## src/design/paint_geom_pkg.sv

```systemverilog
package paint_geom_pkg;

  // Square canvas with one byte per pixel
  localparam int CANVAS_SIZE = 64;
  localparam int COORD_W     = $clog2(CANVAS_SIZE);
  localparam int PIXEL_W     = 8;

  // One axis of the canvas. Arithmetic on it wraps at the canvas edge
  typedef logic [COORD_W-1:0] coord_t;

  // High nibble is the hue, low nibble the shade
  typedef logic [PIXEL_W-1:0] pixel_t;

  // The palette strip sits on the last row
  localparam coord_t PALETTE_ROW = coord_t'(CANVAS_SIZE - 1);

  localparam pixel_t CURSOR_PIXEL = 8'hFF;

  // One write towards the external frame buffer
  typedef struct packed {
    logic   valid;
    coord_t x;
    coord_t y;
    pixel_t data;
  } pix_wr_t;

endpackage

```

## src/design/paint_ctrl_pkg.sv

```systemverilog
package paint_ctrl_pkg;

  // Key levels, already clean
  typedef struct packed {
    logic pick_palette;
    logic paint_now;
    logic select_colour;
  } keys_t;

  typedef enum logic [3:0] {
    ST_IDLE          = 4'd0,
    ST_LATCH         = 4'd1,
    ST_CHECK_PALETTE = 4'd2,
    ST_CHECK_PAINT   = 4'd3,
    ST_DRAW_PALETTE  = 4'd4,
    ST_CHECK_SELECT  = 4'd5,
    ST_CHANGE_COLOUR = 4'd6,
    ST_DRAW_CURSOR   = 4'd7,
    ST_PAINT         = 4'd8
  } paint_state_e;

  localparam int CURSOR_PIXELS    = 4;
  localparam int PALETTE_SWATCHES = 16;

  typedef logic [$clog2(CURSOR_PIXELS)-1:0]    cursor_idx_t;
  typedef logic [$clog2(PALETTE_SWATCHES)-1:0] swatch_t;

endpackage

```

## src/design/cursor_drawer.sv

```systemverilog
`timescale 1ns/1ps

module cursor_drawer (
  input  logic                    clk,
  input  logic                    rst,
  input  logic                    start,
  input  paint_geom_pkg::coord_t  pos_x,
  input  paint_geom_pkg::coord_t  pos_y,
  output paint_geom_pkg::pix_wr_t wr,
  output logic                    done
);

  paint_ctrl_pkg::cursor_idx_t idx;
  logic                        active;
  logic                        last;
  paint_geom_pkg::coord_t      base_x;
  paint_geom_pkg::coord_t      base_y;

  assign last = (idx == paint_ctrl_pkg::cursor_idx_t'(
                  paint_ctrl_pkg::CURSOR_PIXELS - 1));

  // Walk the box once per start pulse
  always_ff @(posedge clk) begin
    if (rst) begin
      active <= 1'b0;
      idx    <= '0;
    end else if (start) begin
      active <= 1'b1;
      idx    <= '0;
    end else if (active) begin
      active <= !last;
      idx    <= idx + 1'b1;
    end
  end

  always_ff @(posedge clk) begin
    if (start) begin
      base_x <= pos_x;
      base_y <= pos_y;
    end
  end

  // Bit 0 of the index steps in x, bit 1 steps in y
  always_comb begin
    wr.valid = active;
    wr.x     = base_x + paint_geom_pkg::coord_t'(idx[0]);
    wr.y     = base_y + paint_geom_pkg::coord_t'(idx[1]);
    wr.data  = paint_geom_pkg::CURSOR_PIXEL;
  end

  assign done = active && last;

endmodule

```

## src/design/palette_drawer.sv

```systemverilog
`timescale 1ns/1ps

module palette_drawer (
  input  logic                    clk,
  input  logic                    rst,
  input  logic                    start,
  input  logic [3:0]              shade,
  output paint_geom_pkg::pix_wr_t wr,
  output logic                    done
);

  paint_ctrl_pkg::swatch_t k;
  logic                    active;
  logic                    last;
  logic [3:0]              shade_q;

  assign last = (k == paint_ctrl_pkg::swatch_t'(
                  paint_ctrl_pkg::PALETTE_SWATCHES - 1));

  always_ff @(posedge clk) begin
    if (rst) begin
      active <= 1'b0;
      k      <= '0;
    end else if (start) begin
      active <= 1'b1;
      k      <= '0;
    end else if (active) begin
      active <= !last;
      k      <= k + 1'b1;
    end
  end

  // Every swatch of one strip shares the shade seen at start
  always_ff @(posedge clk) begin
    if (start) begin
      shade_q <= shade;
    end
  end

  // Swatch k goes to column k, with k as its hue
  always_comb begin
    wr.valid = active;
    wr.x     = paint_geom_pkg::coord_t'(k);
    wr.y     = paint_geom_pkg::PALETTE_ROW;
    wr.data  = {k, shade_q};
  end

  assign done = active && last;

endmodule

```

## src/design/paint_controller.sv

```systemverilog
`timescale 1ns/1ps

module paint_controller (
  input  logic                    clk,
  input  logic                    rst,
  input  logic                    init,
  input  paint_geom_pkg::coord_t  in_x,
  input  paint_geom_pkg::coord_t  in_y,
  input  paint_ctrl_pkg::keys_t   keys,
  input  paint_geom_pkg::pix_wr_t cursor_wr,
  input  paint_geom_pkg::pix_wr_t palette_wr,
  input  logic                    cursor_done,
  input  logic                    palette_done,
  output logic                    cursor_start,
  output logic                    palette_start,
  output paint_geom_pkg::coord_t  pos_x,
  output paint_geom_pkg::coord_t  pos_y,
  output logic [3:0]              shade,
  output paint_geom_pkg::pix_wr_t pix_wr,
  output logic                    sample_strobe
);

  paint_ctrl_pkg::paint_state_e state;
  paint_ctrl_pkg::paint_state_e state_d;
  paint_geom_pkg::pixel_t       colour;
  paint_geom_pkg::pix_wr_t      merged;

  always_comb begin
    state_d = state;
    case (state)
      paint_ctrl_pkg::ST_IDLE: begin
        if (init) state_d = paint_ctrl_pkg::ST_LATCH;
      end
      paint_ctrl_pkg::ST_LATCH: begin
        state_d = paint_ctrl_pkg::ST_CHECK_PALETTE;
      end
      paint_ctrl_pkg::ST_CHECK_PALETTE: begin
        state_d = keys.pick_palette ? paint_ctrl_pkg::ST_DRAW_PALETTE
                                    : paint_ctrl_pkg::ST_CHECK_PAINT;
      end
      paint_ctrl_pkg::ST_CHECK_PAINT: begin
        state_d = keys.paint_now ? paint_ctrl_pkg::ST_PAINT
                                 : paint_ctrl_pkg::ST_DRAW_CURSOR;
      end
      paint_ctrl_pkg::ST_PAINT: begin
        state_d = paint_ctrl_pkg::ST_LATCH;
      end
      paint_ctrl_pkg::ST_DRAW_CURSOR: begin
        if (cursor_done) state_d = paint_ctrl_pkg::ST_LATCH;
      end
      paint_ctrl_pkg::ST_DRAW_PALETTE: begin
        if (palette_done) state_d = paint_ctrl_pkg::ST_CHECK_SELECT;
      end
      // Keep redrawing the strip until a swatch is taken
      paint_ctrl_pkg::ST_CHECK_SELECT: begin
        state_d = keys.select_colour ? paint_ctrl_pkg::ST_CHANGE_COLOUR
                                     : paint_ctrl_pkg::ST_DRAW_PALETTE;
      end
      paint_ctrl_pkg::ST_CHANGE_COLOUR: begin
        state_d = paint_ctrl_pkg::ST_LATCH;
      end
      default: begin
        state_d = paint_ctrl_pkg::ST_IDLE;
      end
    endcase
  end

  always_ff @(posedge clk) begin
    if (rst) begin
      state         <= paint_ctrl_pkg::ST_IDLE;
      colour        <= '0;
      cursor_start  <= 1'b0;
      palette_start <= 1'b0;
    end else begin
      state <= state_d;
      if (state == paint_ctrl_pkg::ST_CHANGE_COLOUR) begin
        colour <= {pos_x[3:0], pos_y[3:0]};
      end
      // A start pulse marks the first cycle of each drawing state
      cursor_start  <= (state_d == paint_ctrl_pkg::ST_DRAW_CURSOR) &&
                       (state != paint_ctrl_pkg::ST_DRAW_CURSOR);
      palette_start <= (state_d == paint_ctrl_pkg::ST_DRAW_PALETTE) &&
                       (state != paint_ctrl_pkg::ST_DRAW_PALETTE);
    end
  end

  always_ff @(posedge clk) begin
    if (state == paint_ctrl_pkg::ST_LATCH) begin
      pos_x <= in_x;
      pos_y <= in_y;
    end
  end

  assign sample_strobe = (state == paint_ctrl_pkg::ST_LATCH);
  assign shade         = pos_y[3:0];

  // The state picks the one source allowed onto the output
  always_comb begin
    case (state)
      paint_ctrl_pkg::ST_PAINT: begin
        merged.valid = 1'b1;
        merged.x     = pos_x;
        merged.y     = pos_y;
        merged.data  = colour;
      end
      paint_ctrl_pkg::ST_DRAW_CURSOR:  merged = cursor_wr;
      paint_ctrl_pkg::ST_DRAW_PALETTE: merged = palette_wr;
      default:                         merged = '0;
    endcase
  end

  always_ff @(posedge clk) begin
    if (rst) begin
      pix_wr.valid <= 1'b0;
    end else begin
      pix_wr <= merged;
    end
  end

endmodule

```

## src/design/paint_top.sv

```systemverilog
`timescale 1ns/1ps

module paint_top (
  input  logic                    clk,
  input  logic                    rst,
  input  logic                    init,
  input  paint_geom_pkg::coord_t  in_x,
  input  paint_geom_pkg::coord_t  in_y,
  input  paint_ctrl_pkg::keys_t   keys,
  output paint_geom_pkg::pix_wr_t pix_wr,
  output logic                    sample_strobe
);

  paint_geom_pkg::pix_wr_t cursor_wr;
  paint_geom_pkg::pix_wr_t palette_wr;
  logic                    cursor_done;
  logic                    palette_done;
  logic                    cursor_start;
  logic                    palette_start;
  paint_geom_pkg::coord_t  pos_x;
  paint_geom_pkg::coord_t  pos_y;
  logic [3:0]              shade;

  paint_controller i_controller (
    .clk           (clk),
    .rst           (rst),
    .init          (init),
    .in_x          (in_x),
    .in_y          (in_y),
    .keys          (keys),
    .cursor_wr     (cursor_wr),
    .palette_wr    (palette_wr),
    .cursor_done   (cursor_done),
    .palette_done  (palette_done),
    .cursor_start  (cursor_start),
    .palette_start (palette_start),
    .pos_x         (pos_x),
    .pos_y         (pos_y),
    .shade         (shade),
    .pix_wr        (pix_wr),
    .sample_strobe (sample_strobe)
  );

  cursor_drawer i_cursor_drawer (
    .clk   (clk),
    .rst   (rst),
    .start (cursor_start),
    .pos_x (pos_x),
    .pos_y (pos_y),
    .wr    (cursor_wr),
    .done  (cursor_done)
  );

  palette_drawer i_palette_drawer (
    .clk   (clk),
    .rst   (rst),
    .start (palette_start),
    .shade (shade),
    .wr    (palette_wr),
    .done  (palette_done)
  );

endmodule

```

## config.mk

```make
export PLATFORM = sky130hd
export DESIGN_NAME = paint_top
export DESIGN_NICKNAME = d
export VERILOG_FILES = /design/src/design/paint_geom_pkg.sv /design/src/design/paint_ctrl_pkg.sv /design/src/design/cursor_drawer.sv /design/src/design/palette_drawer.sv /design/src/design/paint_controller.sv /design/src/design/paint_top.sv
export SDC_FILE = /design/constraint.sdc
export NUM_CORES = 1
export LEC_CHECK = 0
export BUFFER_PORTS_ARGS = -buffer_cell sky130_fd_sc_hd__buf_4
export CORE_MARGIN = 2
export CORE_UTILIZATION = 34
export CTS_CLUSTER_DIAMETER = 50
export DETAILED_ROUTE_END_ITERATION = 6
export SYNTH_ARGS = -nofsm -noshare
export SYNTH_HDL_FRONTEND = slang
export SYNTH_HIERARCHICAL = 1
export SYNTH_SLANG_ARGS = --single-unit
```

## constraint.sdc

```tcl
create_clock -name clk -period 1.6 [get_ports clk]
set_input_delay 0.32 -clock clk [delete_from_list [all_inputs] [get_ports clk]]
set_output_delay 0.32 -clock clk [all_outputs]
set_load 0.02 [all_outputs]
```

# Word-level counts from Yosys, hierarchy flattened
# Cells that the tools add are included.
# word_totals
ff_bits	71
inputBits	18
out_inout_bits	22
# classes
add_sub_neg	4
eq_ne	14
muxes	12
n_reduce_logical	10
# op_table
operator	n
$pmux W21 S3	1
$pmux W4 S8	1
$eq A4 B3 Y1 const B	6
$mux W4	4
$add A6 B1 Y6	2
$eq A4 B2 Y1 const B	2
$eq A4 B4 Y1 const B	2
$ne A4 B3 Y1 const B	2
$reduce_or A2 Y1	3
$add A4 B1 Y4 const B	1
$eq A4 B1 Y1 const B	1
$logic_and A1 B1 Y1	4
$logic_not A4 Y1	1
$mux W1	4
$mux W3	1
$add A2 B1 Y2 const B	1
$eq A2 B2 Y1 const B	1
$logic_not A1 Y1	2
$mux W2	1

# Logic depth before layout (Yosys ltp)
# Gate-level depths: netlist of the first run.
# depth
depth_word	6
mapped_depth	6

# Hierarchy
# The synthesis of the first run kept the hierarchy.
# modules_own_cells
mod	instances	cells_per_inst	area_each_um2	seq_area_each_um2
paint_controller	1	159	2008.2	1261.2
cursor_drawer	1	54	714.4	420.4
palette_drawer	1	41	478.0	220.2

# Worst setup path after synthesis of the first run
# OpenSTA, ideal clock, no wires.
# synth_timing
path_kind	register to register
start	reg i_controller.state[3]
end	reg i_controller.pos_x[0] (enable)
arrival_ps	1393
t_required_ps	1208
path_slack_ps	-185
path_stages_with_launch	5
path_buffers	1
period_less_slack_ps	1785
path_cell_list	dfxtp_1 > buf_6 > nor2_1 > nand2_1 > nor2_1
# synth_between
elab_chain_cells	1
# synth_lines
element	line_no	rtl
start, declared	paint_controller.sv:23	paint_ctrl_pkg::paint_state_e state;
start signal, assigned	paint_controller.sv:70	state <= paint_ctrl_pkg::ST_IDLE;
start signal, assigned	paint_controller.sv:75	state <= state_d;
$eq A4 B1 Y1	--	
named net sample_strobe	paint_top.sv:11	output logic sample_strobe
end signal, assigned	paint_controller.sv:89	pos_x <= in_x;
end, declared	paint_controller.sv:16	output paint_geom_pkg::coord_t pos_x,
# The timed path passes the listed nets, and every way through them passes these cells.
# A chain may end at the register's enable or synchronous reset.

==> results.tsv, run 1 <==
stage	metric	value	unit
finish	Ant. Diodes	0	
synth	ys async rst share	0	%
finish	fraction of layout cells with a size suffix above 1	33.6	%
drt	wire length per cell	14.9	um
synth	Synth area leader	edfxtp_1	
status	status	completed	
drt	Via Count	2030	
critical_path	CP arrival	1.61	ns
synth	Syn Area/Cell	12.6	um^2
place	number of port buffers	39	
finish	Post-layout nets	326	
critical_path	Crit-path slowest cell	a222oi_1	
grt	vias in the first global route	1987	
finish	FILL cells	870	
clock_network	Num CTS Buffers	9	
die	Die ar.	10200	um^2
drt	DRT Pass-1 Iters	5	
clock_network	clock slew at reported path FFs	0.08	ns
grt	first-pass GRT wire length	9.87	mm
synth	most frequent cell after synthesis	edfxtp_1	
synth	multiplexer area fraction after synthesis	3.48	%
synth	post-synth cell types	43	
grt	largest net degree at the start of global routing	24	
synth	register area share after synthesis	59.4	%
sta	final count of pins violating max slew	0	
clock_network	# H-tree levels	3	
pwr	Worst IR Drop VDD	0.000408	V
clock_network	Clock Latency Late Sink	0.34	ns
pwr	Static Leak	1.60	nW
finish	post-layout util	42.2	%
die	num ports	40	
synth	largest family of logic cells by synthesized area	buffers and inverters	
place	Place WS	0.0431	ns
synth	number of synthesized flops with an enable pin	48	
place	routability cong.	0.767	
critical_path	crit path kind	reg -> reg	
critical_path	startpoint class of the critical path	register	
synth	Adder-Cell Fraction of Synth Area	2.35	%
grt	global route total overflow	0	
sta	fmax	656	MHz
die	Die Width	101	um
run	Max Cap Viol	0	
drt	DRC	0	
sta	final hold violations	0	
clock_network	Clock Sinks	71	
critical_path	CP Capture Type	register	
die	Die Y	101	um
place	DP Cell Count	399	
synth	top cells by count, synth	48 x edfxtp_1, 27 x buf_4, 24 x inv_1	
place	Post-DP HPWL	4.12	mm
synth	xor/xnor share of the synthesized area	2.74	%
grt	initial antenna violation count	0	
drt	Post-Route WL	6.21	mm
drt	drt via density	4.86	
sta	final setup skew	0.00598	ns
sta	final setup fails	0	
clock_network	TritonCTS clock tree	built	
sta	RSZ-0062 raised after global routing	true	
clock_network	CTS root buf	clkbuf_8	
critical_path	critical path required time	1.69	ns
sta	Min Hold Slack	0.147	ns
drt	post-route ant nets	0	
sta	setup ws final	0.0749	ns
synth	Yosys reg bits	71	
pwr	Power Density	987	nW/um^2
synth	Area contributors post-synth	edfxtp_1 45%, dfxtp_1 14%, buf_4 6.3%	
synth	mapped cell area	3200	um^2
critical_path	critical path peak fanout	21	
synth	Post-Synthesis Cells	254	
die	Initial Utilization	34.8	%
clock_network	Clock Path Buffers	2	
critical_path	slowest stage delay, CP	0.39	ns
synth	area fraction of the dominant cell type after synthesis	45.0	%
hold_path	Hold Crit Class	in -> reg	
finish	final cell count without fillers	418	
sta	Final period util	95.3	%
synth	area share of and/or/nand/nor cells after synthesis	10.5	%
die	FP Rows	35	
synth	Top FF cell, synth	edfxtp_1	
synth	Syn. warnings	6	
sta	Final Critical Period	1.53	ns
synth	Compound-Gate Fraction of Synth Area	9.62	%
grt	gr usage total	12.9	%
finish	area grow syn2layout	21.2	%
die	core box area	9200	um^2
critical_path	cell breakdown of the critical path	nand2b_4, nor3_2, buf_12, a222oi_1, inv_1	
drt	Detailed Route Iter0 Violations	157	
-- cell type report --
cell class                 count  area (um^2)  share of cell area, %
multi-input combinational    134         1030                   26.5
clock inverter                 7         72.6                   1.87
sequential                    71         1910                   49.3
inverter                      25         93.8                   2.42
timing repair buffer          61          512                   13.2
tap                          111          139                   3.58
clock buffer                   9          124                   3.19
-- logic make-up (layout without fill, tap and decap cells) --
| kind of cell | after synthesis | count (layout) |
|---|---|---|
| DFF | 71 | 71 |
| buffers and inverters | 62 | 102 |
| and+or+nand+nor | 57 | 57 |
| AOI/OAI and AO/OA | 34 | 34 |
| muxes | 11 | 11 |
| xor gates and xnor gates | 10 | 10 |
| adders and majority gates | 6 | 6 |
| other | 3 | 16 |
-- critical path: cells and delay by family, from the launching register on --
family / cells / cell delay [ns]
DFF: 1 / 0.38
AOI/OAI and AO/OA: 1 / 0.39
and+or+nand+nor: 2 / 0.25
buffers and inverters: 2 / 0.25
-- path summary, 6_finish.rpt --
kind | start | endpoint | slack [ns] | depth (start not counted)
worst max-delay path | i_controller/state[3]$_SDFF_PP0_ | i_controller/pix_wr[8]$_DFFE_PN_ | 0.07 | 5
worst min-delay path | in_y[2] | i_controller/pos_y[2]$_DFFE_PP_ | 0.15 | 1
worst max register to register | i_controller/state[3]$_SDFF_PP0_ | i_controller/pix_wr[8]$_DFFE_PN_ | 0.07 | 5
worst min register to register | i_controller/pos_y[5]$_DFFE_PP_ | i_cursor_drawer/base_y[5]$_DFFE_PP_ | 0.47 | 0
-- registers in the layout, summed over array words and instances (netlist names) --
| signal | count |
|---|---|
| i_controller/pix_wr | 21 |
| i_controller/colour | 8 |
| i_controller/pos_x | 6 |
| i_controller/pos_y | 6 |
| i_cursor_drawer/base_x | 6 |
| i_cursor_drawer/base_y | 6 |
| i_controller/state | 4 |
| i_palette_drawer/k | 4 |
| i_palette_drawer/shade_q | 4 |
| i_cursor_drawer/idx | 2 |
| i_controller/cursor_start | 1 |
| i_controller/palette_start | 1 |
| i_cursor_drawer/active | 1 |
| i_palette_drawer/active | 1 |
-- power breakdown --
group / switching, W / internal [W] / leakage (nW)
Clock: 0.000693 / 0.000721 / 0.0956
Sequential: 0.0000456 / 0.00203 / 0.650
Combinational: 0.000185 / 0.000153 / 0.859
-- metrics by stage --
| step | total power, W | setup TNS [ns] | instance area [um^2] |
|---|---|---|---|
| global placement | 0.00243 | 0 | 3600 |
| CTS | 0.00387 | 0 | 3840 |
| detailed placement | 0.00243 | 0 | 3600 |
| floorplan | 0.00231 | 0 | 3250 |
| global route | 0.00399 | -0.0368 | 3880 |
| finish | 0.00383 | 0 | 3880 |
-- layer usage --
metal / vias up / track usage, % / wire, um
met1: 972 / 16.9 / 2880
met4: 0 / 6.55 / 115
met3: 11 / 2.57 / 305
li1: 989 / - / -
met5: - / 0 / 0
met2: 58 / 20.2 / 2910
-- placed cells by master, fill, tap and decap left out, types with 2 or more instances in the layout --
cell,count
dfxtp_2,4
a221oi_1,2
a222oi_1,20
nand2_1,5
conb_1,16
buf_12,4
nand2b_1,4
clkbuf_8,9
clkinvlp_4,2
dfxtp_1,18
xor2_1,2
nand3_1,6
edfxtp_1,48
buf_4,56
nor2_4,2
a211oi_1,2
nor3_2,3
and3_1,2
ha_2,4
nor2_1,14
clkinv_2,2
inv_1,24
and4b_1,2
xnor2_1,8
nor3_1,8
mux2i_1,10
-- what timing repair did --
item	CTS	global route
setup buffers	3	0
hold buffers	0	0
pin swaps	2	6
resized for setup	7	13
endpoints found under the setup margin	1	12
Note: power is estimated with default switching activity, not from simulation.
==> run 2: changes to the inputs <==
--- a/config.mk
+++ b/config.mk
@@ -12,5 +12,4 @@
 export DETAILED_ROUTE_END_ITERATION = 6
 export SYNTH_ARGS = -nofsm -noshare
 export SYNTH_HDL_FRONTEND = slang
-export SYNTH_HIERARCHICAL = 1
 export SYNTH_SLANG_ARGS = --single-unit
==> run 2 against run 1 <==
- the run now ends with setup timing left
- sequential share of layout area is 2.6 points higher
- global-route usage grew 0.63 points
- first-iteration DRC count down 30%
- sequential cell count unchanged
- worst hold slack better by 0.010 ns
- largest cell class unchanged
==> results.tsv, run 2 <==
stage	metric	value	unit	change
synth	Top FF cell, synth	edfxtp_1		
sta	final setup skew	0.00680	ns	+0.000813 ns
grt	first-pass GRT wire length	9.15	mm	-7.3%
sta	Worst-Margin Slew	0.391	ns	
synth	ys async rst share	0	%	unchanged
drt	drt via density	4.93		+1.5%
synth	Synth area leader	edfxtp_1		
sta	slew margin rel.	73.9	%	
critical_path	cell family with most CP delay	flip-flops		
grt	largest net degree at the start of global routing	21		-13%
hold_path	hold path cells	1		unchanged
synth	Syn. warnings	0		-6
sta	Final Critical Period	1.63	ns	+0.105 ns
finish	final cell count without fillers	375		-10%
finish	Largest regs	i_controller.pix_wr x21, i_controller.colour x8		
clock_network	# H-tree levels	3		unchanged
synth	Area contributors post-synth	edfxtp_1 50%, dfxtp_1 16%, a221o_1 4.5%		
finish	Largest register FFs	21		unchanged
clock_network	CTS root buf	clkbuf_8		
clock_network	clock slew at reported path FFs	0.07	ns	about the same
sta	setup ws final	-0.0298	ns	-0.105 ns
synth	most frequent cell after synthesis	edfxtp_1		
synth	number of synthesized flops with an enable pin	48		unchanged
critical_path	Crit-path slowest cell	dfxtp_2		
synth	Yosys reg bits	71		unchanged
die	Die Y	95.7	um	-5.2%
critical_path	slowest stage delay, CP	0.33	ns	-0.06 ns
critical_path	crit path kind	reg -> out		
hold_path	worst hold start	in_y[1]		
critical_path	cell breakdown of the critical path	buf_6, nor4b_4, buf_4		
grt	global route total overflow	0		unchanged
clock_network	Num CTS Buffers	9		unchanged
synth	top cells by count, synth	48 x edfxtp_1, 23 x dfxtp_1, 14 x nor2_1		
drt	DRC	0		unchanged
synth	area fraction of the dominant cell type after synthesis	50.4	%	+5.3 points
drt	Detailed Route Iter0 Violations	110		-30%
drt	post-route ant nets	0		unchanged
synth	Post-Syn Nets	230		
critical_path	Reg2Reg Depth	6		+1
sta	fmax	614	MHz	-6.4%
drt	Via Count	1848		-9.0%
hold_path	Hold Crit Class	in -> reg		
clock_network	Clock Latency Late Sink	0.33	ns	about the same
pwr	Worst IR Drop VDD	0.000516	V	+27%
critical_path	critical path required time	1.28	ns	-0.41 ns
finish	fraction of layout cells with a size suffix above 1	34.4	%	+0.89 points
critical_path	critical path peak fanout	3		-86%
drt	Post-Route WL	5.64	mm	-9.3%
status	status	complete, but fails checks		
sta	Min Hold Slack	0.157	ns	+0.0103 ns
drt	DRT Pass-1 Iters	4		-1
grt	initial antenna violation count	0		unchanged
die	num ports	40		unchanged
critical_path	reg2reg setup slack	0	ns	-0.07 ns
finish	commonest non-fill, non-tap cells in the layout	57 x buf_4, 48 x edfxtp_1, 18 x dfxtp_1		
clock_network	Clock Sinks	71		unchanged
finish	area grow syn2layout	28.9	%	
status	violated checks	setup timing		
sta	final hold violations	0		unchanged
critical_path	startpoint class of the critical path	register		
finish	Ant. Diodes	0		unchanged
place	number of port buffers	39		unchanged
die	Die Width	95.7	um	-5.2%
synth	Post-Synthesis Cells	206		-19%
hold_path	Hold Path End	i_controller.pos_y[1]$_DFFE_PP_		
synth	Syn Area/Cell	13.9	um^2	+10%
die	Initial Utilization	35.0	%	+0.20 points
die	FP Rows	33		-5.7%
place	Post-DP HPWL	3.90	mm	-5.3%
die	core box area	8180	um^2	-11%
finish	most flop-heavy register	i_controller.pix_wr		
finish	leading cell type in the layout, fill and taps excluded	buf_4		
run	Max Cap Viol	0		unchanged
pwr	Static Leak	1.41	nW	-12%
place	DP Cell Count	355		-11%
drt	wire length per cell	15.0	um	+1.1%
critical_path	CP Capture Type	primary output		
synth	mapped cell area	2860	um^2	-11%
sta	final setup fails	2		+2
synth	register area share after synthesis	66.5	%	+7.0 points
clock_network	TritonCTS clock tree	built		
sta	Final period util	102	%	+6.5 points
finish	Post-layout nets	289		-11%
synth	post-synth cell types	39		-9.3%
grt	vias in the first global route	1851		-6.8%
sta	RSZ-0062 raised after global routing	true		
critical_path	CP arrival	1.31	ns	-0.30 ns
clock_network	Clock Path Buffers	2		unchanged
critical_path	Crit path buffers/inverters	2		unchanged
grt	gr usage total	13.5	%	+0.63 points
pwr	Power Density	1070	nW/um^2	+8.6%
critical_path	reg2reg end	i_controller.state[0]$_SDFF_PP0_		
critical_path	Reg-to-Reg Start	i_controller.state[2]$_SDFF_PP0_		
die	Die ar.	9170	um^2	-10%
sta	final count of pins violating max slew	0		unchanged
place	routability cong.	0.772		+0.70%
## run 2: worst register-to-register path, cell delays in order, from the launching register on
cell,delay [ns]
dfxtp_2,0.33
buf_4,0.14
buf_6,0.12
or4b_1,0.51
a21oi_1,0.13
a311oi_1,0.07
a221oi_2,0.22
## run 2: where the power goes
part	total [W]	internal, W	switching [W]
sequential	0.00211	0.00205	0.0000589
clock	0.00149	0.000863	0.000624
combinational	0.000358	0.000179	0.000179
## run 2: kinds of logic after synthesis
logic type,share of synthesized area (%)
multiplexers,3.85
buffers and inverters,3.32
adder cells (fa/ha/maj),2.62
AND/OR/NAND/NOR,10.6
AO/OA/AOI/OAI,9.49
flip-flops,66.5
XOR/XNOR,3.67
## run 2: how the worst max path moves through the flow
stage,from,endpoint,slack (ns),cells past startpoint
2_1_floorplan,i_controller.state[1]$_SDFF_PP0_,i_controller.pos_x[0]$_DFFE_PP_,0.007,2
3_3_place_gp,i_controller.state[1]$_SDFF_PP0_,i_controller.palette_start$_SDFF_PP0_,0.05,5
3_5_place_dp,i_cursor_drawer.base_x[0]$_DFFE_PP_,i_controller.pix_wr[16]$_DFFE_PN_,-0.02,5
4_1_cts,i_controller.state[2]$_SDFF_PP0_,sample_strobe,-0.06,3
5_1_grt,i_controller.state[2]$_SDFF_PP0_,sample_strobe,-0.10,3
6_report,i_controller.state[2]$_SDFF_PP0_,sample_strobe,-0.03,3
## run 2: repair_timing
item	4_1_cts	5_1_grt
resized for setup	7	13
pin swaps	5	6
setup buffers	2	2
hold endpoints to repair	0	0
setup endpoints to repair	2	21
hold buffers	0	0
## run 2: layer usage
layer  track usage, %  vias up  share of wire (%)
met4             4.64        0                1.0
met5                0        -                  0
met3             4.23        7                5.2
met1             17.3      886                 46
li1                 -      906                  -
met2             21.7       49                 47
## run 2: per-stage QoR
step / util (%) / setup WS (ns) / power [W] / area [um^2] / setup TNS, ns
2_1_floorplan: - / 0.00736 / 0.00232 / 2890 / 0
4_1_cts: 44.3 / -0.0613 / 0.00399 / 3620 / -0.0613
5_1_grt: 45.1 / -0.102 / 0.00412 / 3690 / -0.239
6_report: 45.1 / -0.0298 / 0.00395 / 3690 / -0.0325
3_3_place_gp: 41.3 / 0.0461 / 0.00248 / 3380 / 0
3_5_place_dp: 41.3 / -0.0221 / 0.00249 / 3380 / -0.0221
## run 2: cell type report
class                      instances  area [um^2]
fill                             752         4490
sequential                        71         1910
multi-input combinational        114          923
timing repair buffer              62          484
tap                              105          131
clock buffer                       9          124
clock inverter                     7         87.6
inverter                           7         26.3
==> run 3: changes to the inputs <==
--- a/config.mk
+++ b/config.mk
@@ -10,6 +10,8 @@
 export CORE_UTILIZATION = 34
 export CTS_CLUSTER_DIAMETER = 50
 export DETAILED_ROUTE_END_ITERATION = 6
+export GPL_ROUTABILITY_DRIVEN = 0
+export SKIP_LAST_GASP = 1
 export SYNTH_ARGS = -nofsm -noshare
 export SYNTH_HDL_FRONTEND = slang
 export SYNTH_SLANG_ARGS = --single-unit
==> constraint.sdc (replaced) <==
create_clock -name clk -period 1.6 [get_ports clk]
set_input_delay 0.24 -clock clk [delete_from_list [all_inputs] [get_ports clk]]
set_output_delay 0.24 -clock clk [all_outputs]
set_load 0.02 [all_outputs]
==> run 3 against run 2 <==
- highest routed layer unchanged
- non-clock buffer count stayed put
- largest power group unchanged
- sequential power hardly changed
- fmax is 0.92% higher
- critical path depth is 1 higher
- the run still ends with setup timing left
- sequential share of layout area is 0.40 points higher
- first-iteration DRC count is 28% lower
- worst hold slack worse by 0.080 ns
==> results.tsv, run 3 (synthesized netlist as in run 2, its figures left out) <==
stage	metric	value	unit	change
status	status	complete, but fails checks		
status	violated checks	setup timing		
grt	largest net degree at the start of global routing	23		+9.5%
critical_path	reg2reg setup slack	0.03	ns	+0.03 ns
critical_path	critical path peak fanout	2		-1
grt	initial antenna violation count	0		unchanged
hold_path	Hold Path End	i_controller.pos_y[0]$_DFFE_PP_		
die	num ports	40		unchanged
die	core box area	8180	um^2	unchanged
grt	vias in the first global route	1785		-3.6%
drt	post-route ant nets	0		unchanged
hold_path	worst hold start	in_y[0]		
hold_path	hold path cells	1		unchanged
critical_path	Crit path buffers/inverters	3		+1
sta	RSZ-0062 raised after global routing	true		
finish	FILL cells	765		+1.7%
clock_network	Clock Sinks	71		unchanged
sta	Worst-Margin Slew	0.410	ns	+0.0192 ns
critical_path	crit path kind	reg -> out		
drt	Post-Route WL	5.51	mm	-2.3%
finish	Largest register FFs	21		unchanged
clock_network	Clock Latency Late Sink	0.33	ns	about the same
drt	wire length per cell	14.7	um	-2.3%
pwr	Static Leak	1.41	nW	+0.44%
sta	final setup fails	1		-1
sta	final setup skew	0.0100	ns	+0.00320 ns
drt	DRC	0		unchanged
sta	final hold violations	0		unchanged
sta	Final Critical Period	1.61	ns	-0.0149 ns
drt	Via Count	1863		+0.81%
place	number of port buffers	39		unchanged
critical_path	Reg2Reg Depth	5		-1
run	Max Cap Viol	0		unchanged
clock_network	clock slew at reported path FFs	0.07	ns	about the same
grt	global route total overflow	0		unchanged
sta	final count of pins violating max slew	0		unchanged
finish	post-layout util	44.8	%	-0.29 points
sta	slew margin rel.	72.6	%	-1.3 points
finish	fraction of layout cells with a size suffix above 1	34.4	%	unchanged
finish	Post-layout nets	289		unchanged
grt	gr usage total	13.2	%	-0.32 points
finish	Ant. Diodes	0		unchanged
die	Die Y	95.7	um	unchanged
critical_path	Crit-path slowest cell	dfxtp_4		
finish	leading cell type in the layout, fill and taps excluded	buf_4		
place	Post-DP HPWL	3.79	mm	-2.8%
sta	Final period util	101	%	-0.93 points
critical_path	CP arrival	1.37	ns	+0.06 ns
sta	setup ws final	-0.0149	ns	+0.0149 ns
clock_network	Num CTS Buffers	9		unchanged
finish	Largest regs	i_controller.pix_wr x21, i_controller.colour x8		
die	Die ar.	9170	um^2	unchanged
clock_network	CTS root buf	clkbuf_8		
critical_path	cell breakdown of the critical path	buf_6, nor4b_4, buf_4, buf_6		
clock_network	# H-tree levels	3		unchanged
place	Place WS	0.0512	ns	+0.0733 ns
pwr	Worst IR Drop VDD	0.000624	V	+21%
drt	Detailed Route Iter0 Violations	79		-28%
critical_path	cell repeated most along the worst path	buf_6		
critical_path	startpoint class of the critical path	register		
pwr	Power Density	1060	nW/um^2	-1.6%
sta	fmax	619	MHz	+0.92%
clock_network	TritonCTS clock tree	built		
finish	commonest non-fill, non-tap cells in the layout	56 x buf_4, 48 x edfxtp_1, 18 x dfxtp_1		
die	FP Rows	33		unchanged
die	Die Width	95.7	um	unchanged
finish	area grow syn2layout	28.0	%	
clock_network	Clock Path Buffers	2		unchanged
critical_path	critical path required time	1.36	ns	+0.08 ns
critical_path	cell family with most CP delay	buffers and inverters		
critical_path	reg2reg end	i_controller.palette_start$_SDFF_PP0_		
critical_path	Reg-to-Reg Start	i_controller.state[2]$_SDFF_PP0_		
hold_path	Hold Crit Class	in -> reg		
drt	drt via density	4.97		+0.81%
critical_path	slowest stage delay, CP	0.35	ns	+0.02 ns
grt	first-pass GRT wire length	9.00	mm	-1.6%
drt	DRT Pass-1 Iters	5		+1
critical_path	CP Capture Type	primary output		
finish	most flop-heavy register	i_controller.pix_wr		
die	Initial Utilization	35.0	%	unchanged
==> run 3: cell count changes in the layout (fill, tap and decap cells not counted), moves of 2 or more <==
cell,before,now
clkinv_1,2,0
clkinv_4,0,2
clkinvlp_4,2,0
ha_1,3,5
ha_4,2,0
==> run 3: layout make-up <==
| class | instances | area, um^2 | area share (%) |
|---|---|---|---|
| Timing Repair Buffer | 62 | 488 | 13.3 |
| Clock buffer | 11 | 141 | 3.86 |
| Tap cell | 105 | 131 | 3.59 |
| Clock inverter | 5 | 57.6 | 1.57 |
| Multi-Input combinational cell | 114 | 906 | 24.7 |
| Inverter | 7 | 26.3 | 0.717 |
| Sequential cell | 71 | 1910 | 52.2 |
==> run 3: per-stage QoR <==
stage	area (um^2)	std cells	hold WS, ns	setup TNS, ns	power, W
floorplan	2890	206	0.316	0	0.00232
global placement	3370	354	0.418	0	0.00248
detailed placement	3370	354	0.420	0	0.00248
CTS	3600	373	0.0594	-0.235	0.00389
global route	3660	375	0.0527	-0.183	0.00404
finish	3660	375	0.0771	-0.0149	0.00387
==> run 3: power by group <==
group / internal (W) / switching (W) / leakage [nW]
Sequential: 0.00205 / 0.0000595 / 0.650
Clock: 0.000763 / 0.000625 / 0.103
Combinational: 0.000189 / 0.000181 / 0.660
==> run 3: what timing repair did <==
action,4_1_cts,5_1_grt
setup endpoints to repair,1,21
gates resized for setup,5,15
setup buffers,3,2
pin swaps,1,8
cloned,0,0
hold buffers,0,0
==> run 3: routing by layer <==
metal  GRT usage (%)  vias to the layer above  routed length [um]
met3            4.93                        6                 371
li1                -                      905                   -
met1            17.6                      899                2490
met4            2.86                        0                  49
met5               0                        -                   0
met2            20.6                       53                2600
==> run 3: worst max path at each step <==
stage | from | endpoint | slack [ns] | cells past startpoint
floorplan | i_controller.state[1]$_SDFF_PP0_ | i_controller.pos_x[0]$_DFFE_PP_ | 0.007 | 2
detailed placement | i_cursor_drawer.base_x[0]$_DFFE_PP_ | i_controller.pix_wr[16]$_DFFE_PN_ | 0.05 | 5
global route | i_controller.state[2]$_SDFF_PP0_ | sample_strobe | -0.09 | 4
CTS | i_controller.state[2]$_SDFF_PP0_ | sample_strobe | -0.05 | 4
finish | i_controller.state[2]$_SDFF_PP0_ | sample_strobe | -0.01 | 4
global placement | i_controller.state[1]$_SDFF_PP0_ | i_controller.palette_start$_SDFF_PP0_ | 0.06 | 5
